===== config.mk =====
export PLATFORM = sky130hd
export DESIGN_NAME = intr_top
export DESIGN_NICKNAME = d
export VERILOG_FILES = /design/src/logic/intr_ctrl_pkg.sv /design/src/logic/intr_fmt_pkg.sv /design/src/logic/intr_chan_ram.sv /design/src/logic/intr_event_engine.sv /design/src/logic/intr_host_port.sv /design/src/logic/intr_restore_seq.sv /design/src/logic/intr_scan_counter.sv /design/src/logic/intr_top.sv
export SDC_FILE = /design/constraint.sdc
export NUM_CORES = 1
export LEC_CHECK = 0
export ABC_CLOCK_PERIOD_IN_PS = 5200
export BUFFER_PORTS_ARGS = -buffer_cell sky130_fd_sc_hd__buf_2
export CAP_MARGIN = 5
export CORE_MARGIN = 5
export CORE_UTILIZATION = 40
export CTS_CLUSTER_SIZE = 8
export DETAILED_ROUTE_END_ITERATION = 6
export PLACE_DENSITY_LB_ADDON = 0.3
export RECOVER_POWER = 25
export SYNTH_ARGS = -nofsm -noshare
export SYNTH_HDL_FRONTEND = slang
export SYNTH_SLANG_ARGS = --single-unit

===== constraint.sdc =====
create_clock -name iclk -period 5.2 [get_ports iclk]
set_input_delay 0.26 -clock iclk [delete_from_list [all_inputs] [get_ports iclk]]
set_output_delay 0.26 -clock iclk [all_outputs]
set_load 0.01 [all_outputs]

===== src/logic/intr_ctrl_pkg.sv =====
// Opcode, host command and sequencer state encodings; codes outside the enums are illegal on the op bus
package intr_ctrl_pkg;

  ////////////////////
  // Engine operations

  typedef enum logic [2:0] {
    op_event      = 3'd0, // Alarm rule, sticky and masked status
    op_read       = 3'd1, // Entry unchanged
    op_set_en     = 3'd2, // int_en replaced by status_mask
    op_clr_sticky = 3'd3, // Sticky cleared under status_mask
    op_init       = 3'd4  // Entry written to zero
  } intr_opcode_e;

  // Host side commands
  typedef enum logic [1:0] {
    cmd_read       = 2'd0,
    cmd_set_en     = 2'd1,
    cmd_clr_sticky = 2'd2
  } host_cmd_e;

  // Restore sequencer
  typedef enum logic [2:0] {
    s_init, s_idle, s_read, s_wait, s_clear, s_set
  } seq_state_e;

endpackage


===== src/logic/intr_fmt_pkg.sv =====
// Flag fields fixed at 4 bits; users pick seg_b up to 3 and bit_b up to 4, upper id bits stay zero
package intr_fmt_pkg;
  import intr_ctrl_pkg::*;

  localparam int flag_w    = 4;              // Sticky, status, enable, change
  localparam int seg_b_max = 3;              // Widest segment id
  localparam int bit_b_max = 4;              // Widest bit id
  localparam int bit_max   = 1 << bit_b_max; // Summary word width

  ////////////////////
  // Channel table word

  // int_en on top, sticky at the bottom
  typedef struct packed {
    logic [flag_w-1:0] int_en;
    logic [flag_w-1:0] status;
    logic [flag_w-1:0] sticky;
  } intr_entry_t;

  // One operation toward the engine
  typedef struct packed {
    intr_opcode_e         opcode;
    logic [seg_b_max-1:0] seg;
    logic [bit_b_max-1:0] bit_id;
    logic [flag_w-1:0]    sticky_req;  // Sticky bits to set
    logic [flag_w-1:0]    status;      // New status value
    logic [flag_w-1:0]    status_mask; // Status bits to take, also enable or clear mask
    logic [flag_w-1:0]    change_en;   // Status change sets sticky
  } intr_op_t;

  // Result two cycles after accept
  typedef struct packed {
    intr_opcode_e         opcode;
    logic [seg_b_max-1:0] seg;
    logic [bit_b_max-1:0] bit_id;
    intr_entry_t          entry;    // Entry after the operation
    logic [bit_max-1:0]   seg_word; // Updated pending word of the segment
  } intr_result_t;

endpackage


===== src/logic/intr_chan_ram.sv =====
// Registered read, one cycle latency; a colliding read returns the old word, contents not reset
module intr_chan_ram
  import intr_fmt_pkg::*;
#(
  parameter int seg_b = 2,
  parameter int bit_b = 3
) (
  input  logic                   iclk,
  input  logic                   we,
  input  logic [seg_b+bit_b-1:0] waddr,
  input  intr_entry_t            wdata,
  input  logic [seg_b+bit_b-1:0] raddr,
  output intr_entry_t            rdata
);

  intr_entry_t mem [1 << (seg_b + bit_b)]; // One word per channel

  always_ff @(posedge iclk)
  begin
    if (we)
    begin
      mem[waddr] <= wdata;
    end
    rdata <= mem[raddr]; // Old data on collision
  end

endmodule


===== src/logic/intr_event_engine.sv =====
// One op per clock, result at t+2, irq at t+3; ops with unlisted opcodes must never be sent
module intr_event_engine
  import intr_ctrl_pkg::*;
  import intr_fmt_pkg::*;
#(
  parameter int seg_b = 2,
  parameter int bit_b = 3
) (
  input  logic                   iclk,
  input  logic                   arst_n,
  input  logic                   op_valid,
  input  intr_op_t               op,
  input  intr_entry_t            ram_rdata,
  output logic                   ram_we,
  output logic [seg_b+bit_b-1:0] ram_waddr,
  output logic [seg_b+bit_b-1:0] ram_raddr,
  output intr_entry_t            ram_wdata,
  output logic                   res_valid,
  output intr_result_t           res,
  output logic                   irq
);

  localparam int aw    = seg_b + bit_b;
  localparam int seg_n = 1 << seg_b; // Segment words

  logic              s1_valid;  // RAM data arriving
  intr_op_t          s1_op;
  logic [aw-1:0]     s1_addr;
  logic              s2_valid;  // Writing
  intr_op_t          s2_op;
  logic [aw-1:0]     s2_addr;
  intr_entry_t       s2_entry;
  logic              s3_valid;  // Written last cycle
  logic [aw-1:0]     s3_addr;
  intr_entry_t       s3_entry;
  intr_entry_t       cur;       // Old entry after forwarding
  intr_entry_t       nxt;
  logic [flag_w-1:0] ev_status;
  logic [flag_w-1:0] ev_chg;
  logic [bit_max-1:0] seg_q [seg_n];
  logic [bit_max-1:0] seg_nxt;
  logic [seg_b-1:0]  s2_seg;
  logic [bit_b-1:0]  s2_bit;
  logic              irq_nxt;

  function automatic logic [seg_b+bit_b-1:0] chan_addr(intr_op_t o);
    return {o.seg[seg_b-1:0], o.bit_id[bit_b-1:0]};
  endfunction

  ////////////////////
  // Stage 0 and 1

  assign ram_raddr = chan_addr(op); // Read issued on accept
  assign s1_addr   = chan_addr(s1_op);

  // Newest write wins, s3 covers the read that collided with it
  always_comb
  begin
    cur = ram_rdata;
    if (s3_valid && (s3_addr == s1_addr))
    begin
      cur = s3_entry;
    end
    if (s2_valid && (s2_addr == s1_addr))
    begin
      cur = s2_entry;
    end
  end

  always_comb
  begin
    nxt       = cur;
    ev_status = (cur.status & ~s1_op.status_mask) | (s1_op.status & s1_op.status_mask);
    ev_chg    = (ev_status ^ cur.status) & s1_op.change_en; // Watched bits that moved
    case (s1_op.opcode)
      op_event:
      begin
        nxt.status = ev_status;
        nxt.sticky = cur.sticky | s1_op.sticky_req | ev_chg;
      end
      op_set_en:     nxt.int_en = s1_op.status_mask;
      op_clr_sticky: nxt.sticky = cur.sticky & ~s1_op.status_mask; // Write one to clear
      op_init:       nxt = '0;
      default:       nxt = cur; // Read keeps the entry
    endcase
  end

  ////////////////////
  // Stage 2

  assign s2_addr = chan_addr(s2_op);
  assign s2_seg  = s2_op.seg[seg_b-1:0];
  assign s2_bit  = s2_op.bit_id[bit_b-1:0];

  always_comb
  begin
    seg_nxt         = seg_q[s2_seg];
    seg_nxt[s2_bit] = |(s2_entry.sticky & s2_entry.int_en); // Channel pending
    irq_nxt         = 1'b0;
    for (int i = 0; i < seg_n; i++)
    begin
      irq_nxt |= (s2_valid && (s2_seg == seg_b'(i))) ? |seg_nxt : |seg_q[i];
    end
  end

  assign ram_we    = s2_valid;
  assign ram_waddr = s2_addr;
  assign ram_wdata = s2_entry;
  assign res_valid = s2_valid;

  always_comb
  begin
    res          = '0;
    res.opcode   = s2_op.opcode;
    res.seg      = seg_b_max'(s2_seg); // Upper id bits zero
    res.bit_id   = bit_b_max'(s2_bit);
    res.entry    = s2_entry;
    res.seg_word = seg_nxt;
  end

  always_ff @(posedge iclk or negedge arst_n)
  begin
    if (!arst_n)
    begin
      s1_valid <= 1'b0;
      s2_valid <= 1'b0;
      s3_valid <= 1'b0;
      irq      <= 1'b0;
      for (int i = 0; i < seg_n; i++)
      begin
        seg_q[i] <= '0;
      end
    end
    else
    begin
      s1_valid <= op_valid;
      s2_valid <= s1_valid;
      s3_valid <= s2_valid;
      irq      <= irq_nxt;
      if (s2_valid)
      begin
        seg_q[s2_seg] <= seg_nxt;
      end
    end
  end

  // Pipeline payload
  always_ff @(posedge iclk)
  begin
    s1_op    <= op;
    s2_op    <= s1_op;
    s2_entry <= nxt;
    s3_addr  <= s2_addr;
    s3_entry <= s2_entry;
  end

  a_opcode_known: assert property (@(posedge iclk) disable iff (!arst_n)
    op_valid |-> (op.opcode inside {op_event, op_read, op_set_en, op_clr_sticky, op_init}));

endmodule


===== src/logic/intr_host_port.sv =====
// Host must hold req and command until ack, and drop req before the next one; rsp valid with ack
module intr_host_port
  import intr_ctrl_pkg::*;
  import intr_fmt_pkg::*;
#(
  parameter int seg_b = 2,
  parameter int bit_b = 3
) (
  input  logic              iclk,
  input  logic              arst_n,
  input  logic              host_req,
  input  host_cmd_e         host_cmd,
  input  logic [seg_b-1:0]  host_seg,
  input  logic [bit_b-1:0]  host_bit,
  input  logic [flag_w-1:0] host_mask,
  input  logic              host_grant,
  input  logic              res_valid,
  input  intr_result_t      res,
  output logic              host_ack,
  output intr_result_t      host_rsp,
  output logic              host_op_valid,
  output intr_op_t          host_op
);

  typedef enum logic [1:0] {h_idle, h_issue, h_wait, h_ack} hp_state_e;

  hp_state_e    state_q;
  hp_state_e    state_nxt;
  logic         gnt_q; // Grant one cycle back
  logic         due_q; // Result of the granted op on res now
  intr_opcode_e opc;

  always_comb
  begin
    case (host_cmd)
      cmd_read:       opc = op_read;
      cmd_set_en:     opc = op_set_en;
      cmd_clr_sticky: opc = op_clr_sticky;
      default:        opc = op_read;
    endcase
  end

  // Built live from the held command
  always_comb
  begin
    host_op             = '0;
    host_op.opcode      = opc;
    host_op.seg         = seg_b_max'(host_seg);
    host_op.bit_id      = bit_b_max'(host_bit);
    host_op.status_mask = host_mask;
  end

  assign host_op_valid = (state_q == h_issue);
  assign host_ack      = (state_q == h_ack);

  ////////////////////
  // Four phase

  always_comb
  begin
    state_nxt = state_q;
    case (state_q)
      h_idle:  if (host_req) state_nxt = h_issue;
      h_issue: if (host_grant) state_nxt = h_wait;
      h_wait:  if (due_q && res_valid) state_nxt = h_ack;
      h_ack:   if (!host_req) state_nxt = h_idle; // Ack drops next cycle
      default: state_nxt = h_idle;
    endcase
  end

  always_ff @(posedge iclk or negedge arst_n)
  begin
    if (!arst_n)
    begin
      state_q <= h_idle;
      gnt_q   <= 1'b0;
      due_q   <= 1'b0;
    end
    else
    begin
      state_q <= state_nxt;
      gnt_q   <= host_grant;
      due_q   <= gnt_q;
    end
  end

  always_ff @(posedge iclk)
  begin
    if ((state_q == h_wait) && due_q && res_valid)
    begin
      host_rsp <= res;
    end
  end

  a_ack_after_req: assert property (@(posedge iclk) disable iff (!arst_n)
    $rose(host_ack) |-> host_req);

endmodule


===== src/logic/intr_restore_seq.sv =====
// Init sweep after reset; a restore edge seen while busy is held; host and events wait until idle
module intr_restore_seq
  import intr_ctrl_pkg::*;
  import intr_fmt_pkg::*;
#(
  parameter int seg_b = 2,
  parameter int bit_b = 3
) (
  input  logic                   iclk,
  input  logic                   arst_n,
  input  logic                   restore_req,
  input  logic                   host_op_valid,
  input  intr_op_t               host_op,
  input  logic                   ev_valid,
  input  intr_op_t               ev_op,
  input  logic                   res_valid,
  input  intr_result_t           res,
  input  logic [seg_b+bit_b-1:0] chan,
  input  logic                   last,
  output logic                   host_grant,
  output logic                   ev_ready,
  output logic                   eng_op_valid,
  output intr_op_t               eng_op,
  output logic                   cnt_clr,
  output logic                   cnt_step,
  output logic                   restore_busy
);

  localparam int aw = seg_b + bit_b;

  logic [2:0]        req_sync; // Two sync flops plus edge history
  logic              rise;
  logic              pend_q;   // Edge waiting for idle
  logic              start;
  seq_state_e        state_q;
  seq_state_e        state_nxt;
  logic [flag_w-1:0] stat_q;   // Status read back from the channel
  logic              hit;

  // Sequencer op for one channel, all bits watched
  function automatic intr_op_t chan_op(intr_opcode_e opc, logic [flag_w-1:0] status,
                                       logic [aw-1:0] ch);
    intr_op_t o;
    o             = '0;
    o.opcode      = opc;
    o.seg         = seg_b_max'(ch[aw-1:bit_b]);
    o.bit_id      = bit_b_max'(ch[bit_b-1:0]);
    o.status      = status;
    o.status_mask = '1;
    o.change_en   = '1;
    return o;
  endfunction

  assign rise  = req_sync[1] & ~req_sync[2];
  assign start = rise | pend_q;
  assign hit   = res_valid && (res.opcode == op_read) &&
                 (res.seg[seg_b-1:0] == chan[aw-1:bit_b]) &&
                 (res.bit_id[bit_b-1:0] == chan[bit_b-1:0]);
  assign restore_busy = (state_q != s_idle) || start;

  ////////////////////
  // Op source and walk

  always_comb
  begin
    state_nxt    = state_q;
    eng_op_valid = 1'b0;
    eng_op       = ev_op;
    host_grant   = 1'b0;
    ev_ready     = 1'b0;
    cnt_clr      = 1'b0;
    cnt_step     = 1'b0;
    case (state_q)
      s_init:
      begin
        eng_op_valid = 1'b1;
        eng_op       = chan_op(op_init, '0, chan);
        if (last)
          state_nxt = s_idle;
        else
          cnt_step = 1'b1;
      end
      s_idle:
      begin
        if (start)
        begin
          cnt_clr   = 1'b1; // Walk from channel 0
          state_nxt = s_read;
        end
        else if (host_op_valid)
        begin
          host_grant   = 1'b1; // Host beats events
          eng_op_valid = 1'b1;
          eng_op       = host_op;
        end
        else
        begin
          ev_ready     = 1'b1;
          eng_op_valid = ev_valid;
        end
      end
      s_read:
      begin
        eng_op_valid = 1'b1;
        eng_op       = chan_op(op_read, '0, chan);
        state_nxt    = s_wait;
      end
      s_wait:
      begin
        if (hit)
          state_nxt = s_clear;
      end
      s_clear:
      begin
        eng_op_valid = 1'b1;
        eng_op       = chan_op(op_event, '0, chan); // Active bits drop, sticky set
        state_nxt    = s_set;
      end
      s_set:
      begin
        eng_op_valid = 1'b1;
        eng_op       = chan_op(op_event, stat_q, chan); // Old status back
        if (last)
          state_nxt = s_idle;
        else
        begin
          cnt_step  = 1'b1;
          state_nxt = s_read;
        end
      end
      default: state_nxt = s_idle;
    endcase
  end

  always_ff @(posedge iclk or negedge arst_n)
  begin
    if (!arst_n)
    begin
      req_sync <= '0;
      pend_q   <= 1'b0;
      state_q  <= s_init;
    end
    else
    begin
      req_sync <= {req_sync[1:0], restore_req};
      pend_q   <= (pend_q | rise) && (state_q != s_idle); // Idle takes it at once
      state_q  <= state_nxt;
    end
  end

  always_ff @(posedge iclk)
  begin
    if ((state_q == s_wait) && hit)
    begin
      stat_q <= res.entry.status;
    end
  end

  // Read result lands by the second wait cycle
  a_wait_bounded: assert property (@(posedge iclk) disable iff (!arst_n)
    ((state_q == s_wait) && !hit) |=> hit);

endmodule


===== src/logic/intr_scan_counter.sv =====
// Counts channel addresses upward from zero, clear beats step, wraps after the last channel
module intr_scan_counter #(
  parameter int seg_b = 2,
  parameter int bit_b = 3
) (
  input  logic                   iclk,
  input  logic                   arst_n,
  input  logic                   clr,
  input  logic                   step,
  output logic [seg_b+bit_b-1:0] chan,
  output logic                   last
);

  always_ff @(posedge iclk or negedge arst_n)
  begin
    if (!arst_n)
    begin
      chan <= '0; // Init sweep starts at channel 0
    end
    else if (clr)
    begin
      chan <= '0;
    end
    else if (step)
    begin
      chan <= chan + 1'b1;
    end
  end

  // Highest segment, highest bit
  assign last = &chan;

endmodule


===== src/logic/intr_top.sv =====
// Channel table is internal; events stall on ev_ready during init, restore and host access
module intr_top
  import intr_ctrl_pkg::*;
  import intr_fmt_pkg::*;
#(
  parameter int seg_b = 2, // 4 segments
  parameter int bit_b = 3  // 8 channels per segment
) (
  input  logic              iclk,
  input  logic              arst_n,
  input  logic              restore_req,
  input  logic              ev_valid,
  output logic              ev_ready,
  input  intr_op_t          ev_op,
  input  logic              host_req,
  input  host_cmd_e         host_cmd,
  input  logic [seg_b-1:0]  host_seg,
  input  logic [bit_b-1:0]  host_bit,
  input  logic [flag_w-1:0] host_mask,
  output logic              host_ack,
  output intr_result_t      host_rsp,
  output logic              irq,
  output logic              restore_busy
);

  logic                   host_op_valid;
  intr_op_t               host_op;
  logic                   host_grant;
  logic                   eng_op_valid;
  intr_op_t               eng_op;
  logic                   res_valid;
  intr_result_t           res;
  logic                   ram_we;
  logic [seg_b+bit_b-1:0] ram_waddr;
  logic [seg_b+bit_b-1:0] ram_raddr;
  intr_entry_t            ram_wdata;
  intr_entry_t            ram_rdata;
  logic [seg_b+bit_b-1:0] chan;
  logic                   last;
  logic                   cnt_clr;
  logic                   cnt_step;

  intr_host_port #(.seg_b(seg_b), .bit_b(bit_b)) u_host (
    .iclk, .arst_n, .host_req, .host_cmd, .host_seg, .host_bit, .host_mask,
    .host_grant, .res_valid, .res, .host_ack, .host_rsp, .host_op_valid, .host_op
  );

  intr_restore_seq #(.seg_b(seg_b), .bit_b(bit_b)) u_seq (
    .iclk, .arst_n, .restore_req, .host_op_valid, .host_op, .ev_valid, .ev_op,
    .res_valid, .res, .chan, .last, .host_grant, .ev_ready, .eng_op_valid,
    .eng_op, .cnt_clr, .cnt_step, .restore_busy
  );

  intr_scan_counter #(.seg_b(seg_b), .bit_b(bit_b)) u_cnt (
    .iclk, .arst_n, .clr(cnt_clr), .step(cnt_step), .chan, .last
  );

  intr_event_engine #(.seg_b(seg_b), .bit_b(bit_b)) u_eng (
    .iclk, .arst_n, .op_valid(eng_op_valid), .op(eng_op), .ram_rdata,
    .ram_we, .ram_waddr, .ram_raddr, .ram_wdata, .res_valid, .res, .irq
  );

  intr_chan_ram #(.seg_b(seg_b), .bit_b(bit_b)) u_ram (
    .iclk, .we(ram_we), .waddr(ram_waddr), .wdata(ram_wdata),
    .raddr(ram_raddr), .rdata(ram_rdata)
  );

endmodule


[Word level (Yosys, flattened, before mapping)]
Memory sizes are Yosys's and may differ from the RTL's. A register that Yosys moved wholly into a read port is not among the register bits.
Index checks and enable logic that the tools add are counted.
Storage, ports and cells
  bits of input ports: 42
  memory bits (writable): 384
  memories kept: 1
  logic and storage cells: 175
  register bits after elaboration: 185
Memories
  u_ram.mem: words 32, bits a word 12, rd ports 1, clocked after memory_dff 1, wr ports 1, line intr_chan_ram.sv:16  | intr_entry_t mem [1 << (seg_b + bit_b)];
Operators by class
  bitwise logic cells: 17
  reductions and logical operators: 33
  multiplexer cells: 49
  $lt $le $gt $ge: 4
  equal/unequal tests: 30
  add/subtract/negate cells: 1
Operator list (count)
  $pmux W26 S5: 1
  $reduce_or A16 Y1: 5
  $bwmux W64: 1
  $mux W26: 2
  $mux W16: 3
  $bmux W16 S2: 1
  $demux W16 S2: 1
  $mux W12: 2
  $and A4 B4 Y4: 5
  $mux W1: 19
  $pmux W3 S6: 1
  $bwmux W16: 1
  $logic_and A1 B1 Y1: 16
  $pmux W4 S2: 2
  $eq A3 B2 Y1 const B: 4
  $or A4 B4 Y4: 3
  $pmux W4 S3: 1
  $eq A2 B2 Y1 const B: 5
  $eq A5 B5 Y1: 2
  $mux W2: 5
  $mux W5: 2
  $eq A3 B3 Y1 const B: 3
  $mux W3: 3
  $ne A2 B1 Y1 const B: 4
  other kinds (31): 42

[Longest topological paths before layout]
Gate-level depths: netlist of the first run.
  depth after elaboration: 10
  gate-level depth with buffers: 13

[Cells and area by module]
A second synthesis of the first run with hierarchy kept.
Second synthesis, totals
  cell total of the unflattened synthesis: 1564
  area total of the unflattened synthesis: 23592.6 um2
Modules (own cells, without submodules)
  intr_chan_ram: sequential area each 11771.3 um2, times used 1, area an instance 15468.6 um2, cells each 868
  intr_event_engine: sequential area each 2962.8 um2, times used 1, area an instance 5122.4 um2, cells each 454
  intr_host_port: sequential area each 1241.2 um2, times used 1, area an instance 1596.5 um2, cells each 86
  intr_restore_seq: sequential area each 295.3 um2, times used 1, area an instance 1128.6 um2, cells each 134
  intr_scan_counter: sequential area each 125.1 um2, times used 1, area an instance 276.5 um2, cells each 22

[Worst setup path after synthesis of the first run]
OpenSTA, ideal clock, no wires.
  path type: reg-to-reg
  from: reg u_host.state_q[1]
  to: reg u_ram.rdata[0] (netlist name)
  clock period less this slack: 2.624 ns
  slack: 2.576 ns
  setup time: 0.130 ns
  data arrival time: 2.494 ns
  cell stages (with the launch flop): 13
  required time: 5.070 ns
  cell sequence: dfrtp_1 inv_1 ha_1 nand2b_1 o311a_1 a221oi_2 buf_6 buf_6 buf_2 mux2i_1 mux2i_1 o2111ai_1 nand4_1
Between the ends
  cells in the longest elaborated chain, start to end: 4
RTL lines
  start, declared: line intr_host_port.sv:27  | hp_state_e state_q;
  start signal, assigned: line intr_host_port.sv:75  | state_q <= h_idle;
  start signal, assigned: line intr_host_port.sv:81  | state_q <= state_nxt;
  $eq A2 B1 Y1: line intr_host_port.sv:53  | assign host_op_valid = (state_q == h_issue);
  $mux W26: line intr_restore_seq.sv:90  | else if (host_op_valid)
  $mux W26: line intr_restore_seq.sv:85  | if (start)
  $pmux W26 S5: line intr_restore_seq.sv:73  | case (state_q)
Every way passes these cells.
A chain may end at the register's enable or synchronous reset.

[Worst setup path in the final report of the first run]
  from: reg u_seq.state_q[1]
  to: reg u_ram.rdata[9] (netlist name)
Between the ends
  cells in the longest elaborated chain, start to end: 2
  elaborated cells between the ends (all ways): 6
  classes of those cells: eq/ne: 4; mux: 1; reduce/logical: 1
RTL lines
  start, declared: line intr_restore_seq.sv:35  | seq_state_e state_q;
  start signal, assigned: line intr_restore_seq.sv:141  | state_q <= s_init;
  start signal, assigned: line intr_restore_seq.sv:147  | state_q <= state_nxt;
  $eq A3 B3 Y1 (tied with other cells): line intr_restore_seq.sv:73
  $pmux W26 S5 *: line intr_restore_seq.sv:73
Every way passes the cells marked *; elsewhere a longest branch is shown, timed or not.

==> results of run 1 <==
==> critical path: cells and delay by family (launching register included) <==
kind                   cells  cell delay (ps)
DFF                        1              580
muxes                      2              790
AOI/OAI and AO/OA          3             1220
and+or+nand+nor            1              140
buffers and inverters      2              990
==> state kept, by name, summed over array words and instances (netlist names), 4 cells and up <==
name and count:
u_ram.mem 384, u_eng.seg_q 64, u_host.host_rsp 36, u_eng.s1_op 19
u_eng.ram_wdata 12, u_eng.s3_entry 12, u_ram.rdata 12, u_cnt.chan 5
u_eng.ram_waddr 5, u_eng.s1_addr 5, u_eng.s3_addr 5, u_seq.stat_q 4
==> cells in the mapped netlist, types with 4 or more instances <==
cell | count | area share, %
a21oi_1 | 26 | 0.59
a22o_1 | 5 | 0.20
a22oi_1 | 27 | 0.91
a32oi_1 | 12 | 0.47
and2_1 | 7 | 0.20
and3_1 | 5 | 0.14
buf_1 | 7 | 0.12
buf_2 | 11 | 0.25
buf_4 | 4 | 0.14
buf_6 | 6 | 0.30
clkbuf_1 | 77 | 1.3
dfrtp_1 | 84 | 9.5
dfxtp_1 | 69 | 6.2
edfxtp_1 | 428 | 58
ha_1 | 7 | 0.39
inv_1 | 17 | 0.29
mux2_2 | 5 | 0.25
mux2i_1 | 66 | 3.0
mux4_2 | 64 | 6.5
nand2_1 | 178 | 3.0
nand3_1 | 64 | 1.4
nand3b_1 | 6 | 0.20
nand4_1 | 32 | 0.90
nor2_1 | 59 | 1.0
nor3_1 | 7 | 0.16
nor4_1 | 22 | 0.62
o2111ai_1 | 12 | 0.47
o21a_1 | 4 | 0.14
o21ai_0 | 49 | 1.1
o22ai_1 | 4 | 0.11
xnor2_1 | 8 | 0.32
xor2_1 | 15 | 0.59
==> final timing paths <==
path	from	end	slack, ps	cells after the start
max	u_seq.state_q[1]$_DFFE_PN0P_	u_ram.rdata[9]$_DFF_P_	1280	8
min	host_seg[0]	u_eng.s1_addr[3]$_DFF_P_	90	3
min in group asynchronous	arst_n	u_eng.seg_q[62]$_DFFE_PN0P_	430	2
max in group asynchronous	arst_n	u_seq.state_q[2]$_DFFE_PN0P_	4100	2
max reg2reg	u_seq.state_q[1]$_DFFE_PN0P_	u_ram.rdata[9]$_DFF_P_	1280	8
min reg2reg	u_seq.req_sync[0]$_DFF_PN0_	u_seq.req_sync[1]$_DFF_PN0_	350	0
==> cell families after synthesis <==
logic type      count (synthesis)  share of synthesized area [%]
compound gates                158                           4.85
xor+xnor                       23                          0.906
fa+ha+maj                       7                          0.394
buf+inv                       125                           2.44
flops                         581                           73.5
mux                           135                           9.70
other cells                     1                         0.0169
simple gates                  396                           8.24
==> through the flow <==
stage	cell area [um^2]	setup WS (ps)	std cells	util (%)	power, W
global placement	23500	1320	2200	42.7	0.00840
global route	26100	903	2358	47.3	0.0137
finish	26100	1280	2358	47.3	0.0132
CTS	26100	1260	2358	47.4	0.0133
detailed placement	23500	1270	2200	42.7	0.00847
floorplan	22200	2580	1427	-	0.00746
==> report_power, final <==
group	internal, W	switching [W]	total [W]
clock network	0.00297	0.00183	0.00480
registers	0.00588	0.000340	0.00622
logic	0.000660	0.00153	0.00219
==> layout make-up <==
class | count | share of cell area [%]
multi-input cells | 721 | 20.6
clock inverters | 3 | 0.0816
clock buffers | 128 | 8.78
flip-flops and latches | 581 | 62.7
inverters | 20 | 0.288
well taps | 748 | 3.59
repair buffers | 157 | 3.91
==> layer usage <==
metal | GRT usage (%) | up-vias | routed length [um]
met2 | 27.9 | 403 | 25900
met5 | 0 | - | 0
met4 | 6.20 | 0 | 1390
met3 | 2.70 | 96 | 3140
met1 | 24.7 | 6519 | 22900
li1 | - | 5694 | -
==> impl_metrics.yaml, run 1 <==
pwr:
  vdd_drop_max_uv: 317
  p_leak_nw: 9.42
  power.density_mw_per_mm2: 507
grt:
  grt_pass1_vias: 12900
  antenna_found_initial: 0
  grt_pass1_wl_um: 80300
  grt_usage_pct: 17.5
  overflow: 0
  grt_max_degree: 85
synth:
  synth-main-ff-cell: "edfxtp_1"
  synth_seq_area_share_pct: 73.5
  synth_area_per_cell_um2: 15.6
  yosys_warnings: 0
  synth_edf_count: 428
  ys_types: 60
  synth_async_sr_flop_share_pct: 14.5
  ys_ff_latch: 581
  syn_area_mm2: 0.0222
  postSynthCellCount: 1426
worst_setup_path:
  cp_max_fo: 49
  start_kind: "register"
  critPathMaxStageDelay_ps: 650
  path_class: "reg -> reg"
  worstPathArrival_ps: 4370
  worstPathRequired_ps: 5660
  cp-end-kind: "register"
  worstPathCellList: "mux2_2 -> o31a_1 -> a221oi_2 -> inv_2 -> buf_4 -> mux4_2 -> a22oi_1 -> nand4_1"
  crit_path_top_delay_cell: "buf_4"
sta:
  final_max_slew_viol_count: 352
  finalClockSkew_ps: 22.9
  worst_pin_slew_ps: 2130
  rsz0062_at_grt: "no"
  relSlewSlack_pct: -42.1
  whs_ps: 90.9
  fin_setup_tns_ps: 0
  fin_crit_sh_pct: 75.3
  fin_crit_ps: 3920
  fmax_mhz: 255
  hold_viol_final: 0
  setup_viol: 0
place:
  dpl.hpwl_um: 32500
  io_buffers: 79
  gp_congestion: 0.828
clock_tree:
  cts_setup_buffers: 0
  cts_root_buf: "clkbuf_16"
  clock_path_buffers: 3
  cts_sinks: 581
  clk_pin_slew_ps: 60
  insertion_delay_ps: 600
  cts.htree.levels: 3
  postCtsHoldBufs: 27
  cts_resized: 0
  cts_made_buffers: 82
  tritoncts: "built"
status:
  failed_checks: "max-capacitance violations, max-slew violations"
  status: "finished, violations left"
final_layout:
  layout_commonest_cell: "edfxtp_1"
  drive_above_1_share_pct: 17.9
  fin_nets: 1612
  layout_common_cells: "428 x edfxtp_1, 178 x nand2_1, 85 x clkbuf_16"
  seq_area_mm2: 0.0163
  area_delta_synth_final_pct: 17.1
  n_fill_cell: 4763
  multiInputGateArea_mm2: 0.00538
  antenna_cells: 0
floorplanning:
  core_mm2: 0.0551
  fp.dieArea_mm2: 0.0604
  ios: 84
  fp-row-count: 86
  die_w_um: 246
  die_y_um: 246
  start_util_pct: 40.4
routing:
  final_antenna_net_count: 0
  wl_per_cell_um: 22.6
  wirelength_um: 53400
  firstDrtPassIters: 7
  drcViolationCount: 0
  viasPerCell: 5.39
  vias: 12700
  drt-initial-drc-count: 981
worst_hold_path:
  hold_class: "in -> reg"
job:
  cap_violations: 10
Power figures use the tool's default switching activity.
==> run 2, diff against run 1 <==
--- a/config.mk
+++ b/config.mk
@@ -5,7 +5,8 @@
 export SDC_FILE = /design/constraint.sdc
 export NUM_CORES = 1
 export LEC_CHECK = 0
-export ABC_CLOCK_PERIOD_IN_PS = 5200
+export ABC_AREA = 1
+export ABC_CLOCK_PERIOD_IN_PS = 3400
 export BUFFER_PORTS_ARGS = -buffer_cell sky130_fd_sc_hd__buf_2
 export CAP_MARGIN = 5
 export CORE_MARGIN = 5
==> constraint.sdc (replaced) <==
create_clock -name iclk -period 3.4 [get_ports iclk]
set_input_delay 0.17 -clock iclk [delete_from_list [all_inputs] [get_ports iclk]]
set_output_delay 0.17 -clock iclk [all_outputs]
set_load 0.01 [all_outputs]
==> run 2 against run 1 <==
Effect of this change:
- the run still ends with max-capacitance violations, max-slew violations left
- design area increased by 12%
- sequential share of layout area fell by 6.7 points
- synthesized area up 14%
- clock power increased by 54%
- clock skew up 11 ps
- fmax rose by 33%
- die area rose by 13%
- non-clock buffer count grew 22
- critical endpoint is now u_ram.rdata[7]$_DFF_P_
- largest power group is now combinational logic
==> impl_metrics.yaml, run 2 <==
synth:
  synth.largest_area_cell: "edfxtp_1"
  yosysMostFrequentCell: "inv_1"
  postSynthCellCount: 2493
  synth_seq_area_share_pct: 64.7
  synth.area.top_cells: "edfxtp_1 51%, dfrtp_1 8.3%, nand3_1 7.4%"
  ys_types: 45
  synth-main-ff-cell: "edfxtp_1"
  yosys_warnings: 0
  synth_async_sr_flop_share_pct: 14.5
  syn_area_mm2: 0.0252
  ys_ff_latch: 581
  synth_edf_count: 428
  synth_top_area_share_pct: 50.9
  synth_area_per_cell_um2: 10.1
  synth_common_cells: "490 x inv_1, 428 x edfxtp_1, 383 x nand2_1"
floorplanning:
  ios: 84
  fp-row-count: 92
  die_y_um: 261
  fp.dieArea_mm2: 0.0682
  core_mm2: 0.0629
  start_util_pct: 40.2
  die_w_um: 261
sta:
  setup_ws_ps: 445
  hold_viol_final: 0
  final_max_slew_viol_count: 358
  worst_pin_slew_ps: 2460
  finalClockSkew_ps: 33.5
  fin_crit_sh_pct: 86.9
  fin_setup_tns_ps: 0
  rsz0062_at_grt: "no"
  fin_crit_ps: 2950
  fmax_mhz: 338
  relSlewSlack_pct: -64.0
  setup_viol: 0
clock_tree:
  cts_root_buf: "clkbuf_16"
  insertion_delay_ps: 620
  cts_made_buffers: 82
  clock_path_buffers: 3
  cts_sinks: 581
  clk_pin_slew_ps: 50
  cts.htree.levels: 3
  tritoncts: "built"
worst_setup_path:
  worstPathArrival_ps: 3510
  path_class: "reg -> reg"
  start_kind: "register"
  worstPathRequired_ps: 3960
  cp_max_fo: 55
  cp-end-kind: "register"
pwr:
  internal_power_w: 0.0168
  power.share.switching_pct: 39.2
  power_w: 0.0276
  switching_power_w: 0.0108
  power.density_mw_per_mm2: 946
  p_leak_nw: 12.7
  vdd_drop_max_uv: 552
  p_seq_share_pct: 36.3
  comb_power_share_pct: 36.9
  pwr-share-clk_pct: 26.8
final_layout:
  drive_above_1_share_pct: 9.64
  largest_register_ffs: 384
  top_register: "u_ram.mem"
  top_regs: "u_ram.mem (384), u_eng.seg_q (64), u_host.host_rsp (36)"
  layout_commonest_cell: "inv_1"
  antenna_cells: 0
  layout_common_cells: "490 x inv_1, 428 x edfxtp_1, 383 x nand2_1"
  area_delta_synth_final_pct: 15.6
  finalNonFillerCells: 3481
  fin_nets: 2636
status:
  status: "finished, violations left"
  failed_checks: "max-capacitance violations, max-slew violations"
routing:
  final_antenna_net_count: 0
  wl_per_cell_um: 19.1
  firstDrtPassIters: 6
  wirelength_um: 66500
  vias: 18300
  drcViolationCount: 0
  drt-initial-drc-count: 1647
  viasPerCell: 5.24
grt:
  grt_pass1_wl_um: 102000
  grt_max_degree: 113
  grt_pass1_vias: 17900
  grt_usage_pct: 19.2
  overflow: 0
  antenna_found_initial: 3
place:
  io_buffers: 79
  pre_cts_ws_ps: 496
  numPlacedInstances: 3320
  dpl.hpwl_um: 39200
  gp_congestion: 0.843
job:
  cap_violations: 10
worst_hold_path:
  hold_class: "in -> reg"
run 2: changes by cell type in the layout (fill, tap and decap cells not counted), moves of 10 or more:
cell       before  now
buf_4          39   52
nand4_1        32  202
xor2_1         15    5
o21ai_0        49   66
nand2_1       178  383
o2111ai_1      12    0
a32oi_1        12    0
inv_1          17  490
nor2_1         59   85
mux4_2         64    0
mux2i_1        66    2
a21oi_1        26   14
nand3_1        64  375
run 2: what timing repair did:
action                    in CTS  in global routing
gates resized for setup        0                  0
hold buffers                  29                  0
buffers inserted               0                  0
hold endpoints to repair     107                  0
run 2: per-layer routing:
| metal | vias up | wire (um) | track usage (%) |
|---|---|---|---|
| met5 | - | 0 | 0 |
| met4 | 0 | 2010 | 6.73 |
| met3 | 130 | 4620 | 3.32 |
| met2 | 696 | 31600 | 31.4 |
| met1 | 8857 | 28300 | 25.9 |
| li1 | 8571 | - | - |
run 2: cells by family (layout without fill, tap and decap cells):
group	after synthesis	after routing	share of synthesized area [%]
AOI/OAI and AO/OA	146	146	3.55
xor gates and xnor gates	5	5	0.173
adders and majority gates	7	7	0.347
buffers and inverters	667	808	10.6
DFF	581	581	64.7
muxes	2	2	0.0793
other	1	2	0.0149
and+or+nand+nor	1084	1084	20.5
run 2: path summary, 6_finish.rpt:
kind | slack (ps) | startpoint | to | depth (start not counted)
max | 450 | u_seq.state_q[2]$_DFFE_PN0P_ | u_ram.rdata[7]$_DFF_P_ | 15
min | 100 | ev_op[21] | u_ram.rdata[8]$_DFF_P_ | 5
max reg2reg | 450 | u_seq.state_q[2]$_DFFE_PN0P_ | u_ram.rdata[7]$_DFF_P_ | 15
min reg2reg | 340 | u_seq.req_sync[0]$_DFF_PN0_ | u_seq.req_sync[1]$_DFF_PN0_ | 0
max in group asynchronous | 2460 | arst_n | u_eng.seg_q[33]$_DFFE_PN0P_ | 2
min in group asynchronous | 280 | arst_n | u_eng.seg_q[11]$_DFFE_PN0P_ | 2
run 2: worst max-delay path, stage by stage (launching register included):
cell and delay, ps:
dfrtp_1 420, inv_2 110, nor2_2 50, nor2_4 340, inv_2 150, nand2_8 260
nand3_4 350, buf_12 330, buf_4 180, nand2_1 50, nand3_1 90, nand3_1 140
nand3_1 170, nand2_1 110, nand2_1 50, nand2_1 60
run 2: through the flow:
step / hold WS (ps) / cell area (um^2) / utilization [%]
floorplan: -126 / 25300 / -
global placement: 280 / 26600 / 42.3
detailed placement: 280 / 26600 / 42.3
CTS: 75.2 / 29200 / 46.5
global route: 95.2 / 29200 / 46.4
finish: 100 / 29200 / 46.4
run 2: final cells by class:
| type | instances | area [um^2] |
|---|---|---|
| clock buffers | 126 | 2240 |
| flip-flops and latches | 581 | 16300 |
| inverters | 497 | 1870 |
| multi-input cells | 1246 | 6300 |
| clock inverters | 6 | 73.8 |
| fillers | 5728 | 33700 |
| repair buffers | 179 | 1310 |
| well taps | 846 | 1060 |
run 2: power by group through the flow:
stage | registers [W] | logic, W | clock network (W)
2_1_floorplan | 0.0101 | 0.00636 | 0
3_3_place_gp | 0.0100 | 0.00990 | 0
3_5_place_dp | 0.0101 | 0.0101 | 0
4_1_cts | 0.00994 | 0.0102 | 0.00755
5_1_grt | 0.0101 | 0.0112 | 0.00785
6_report | 0.0100 | 0.0102 | 0.00740
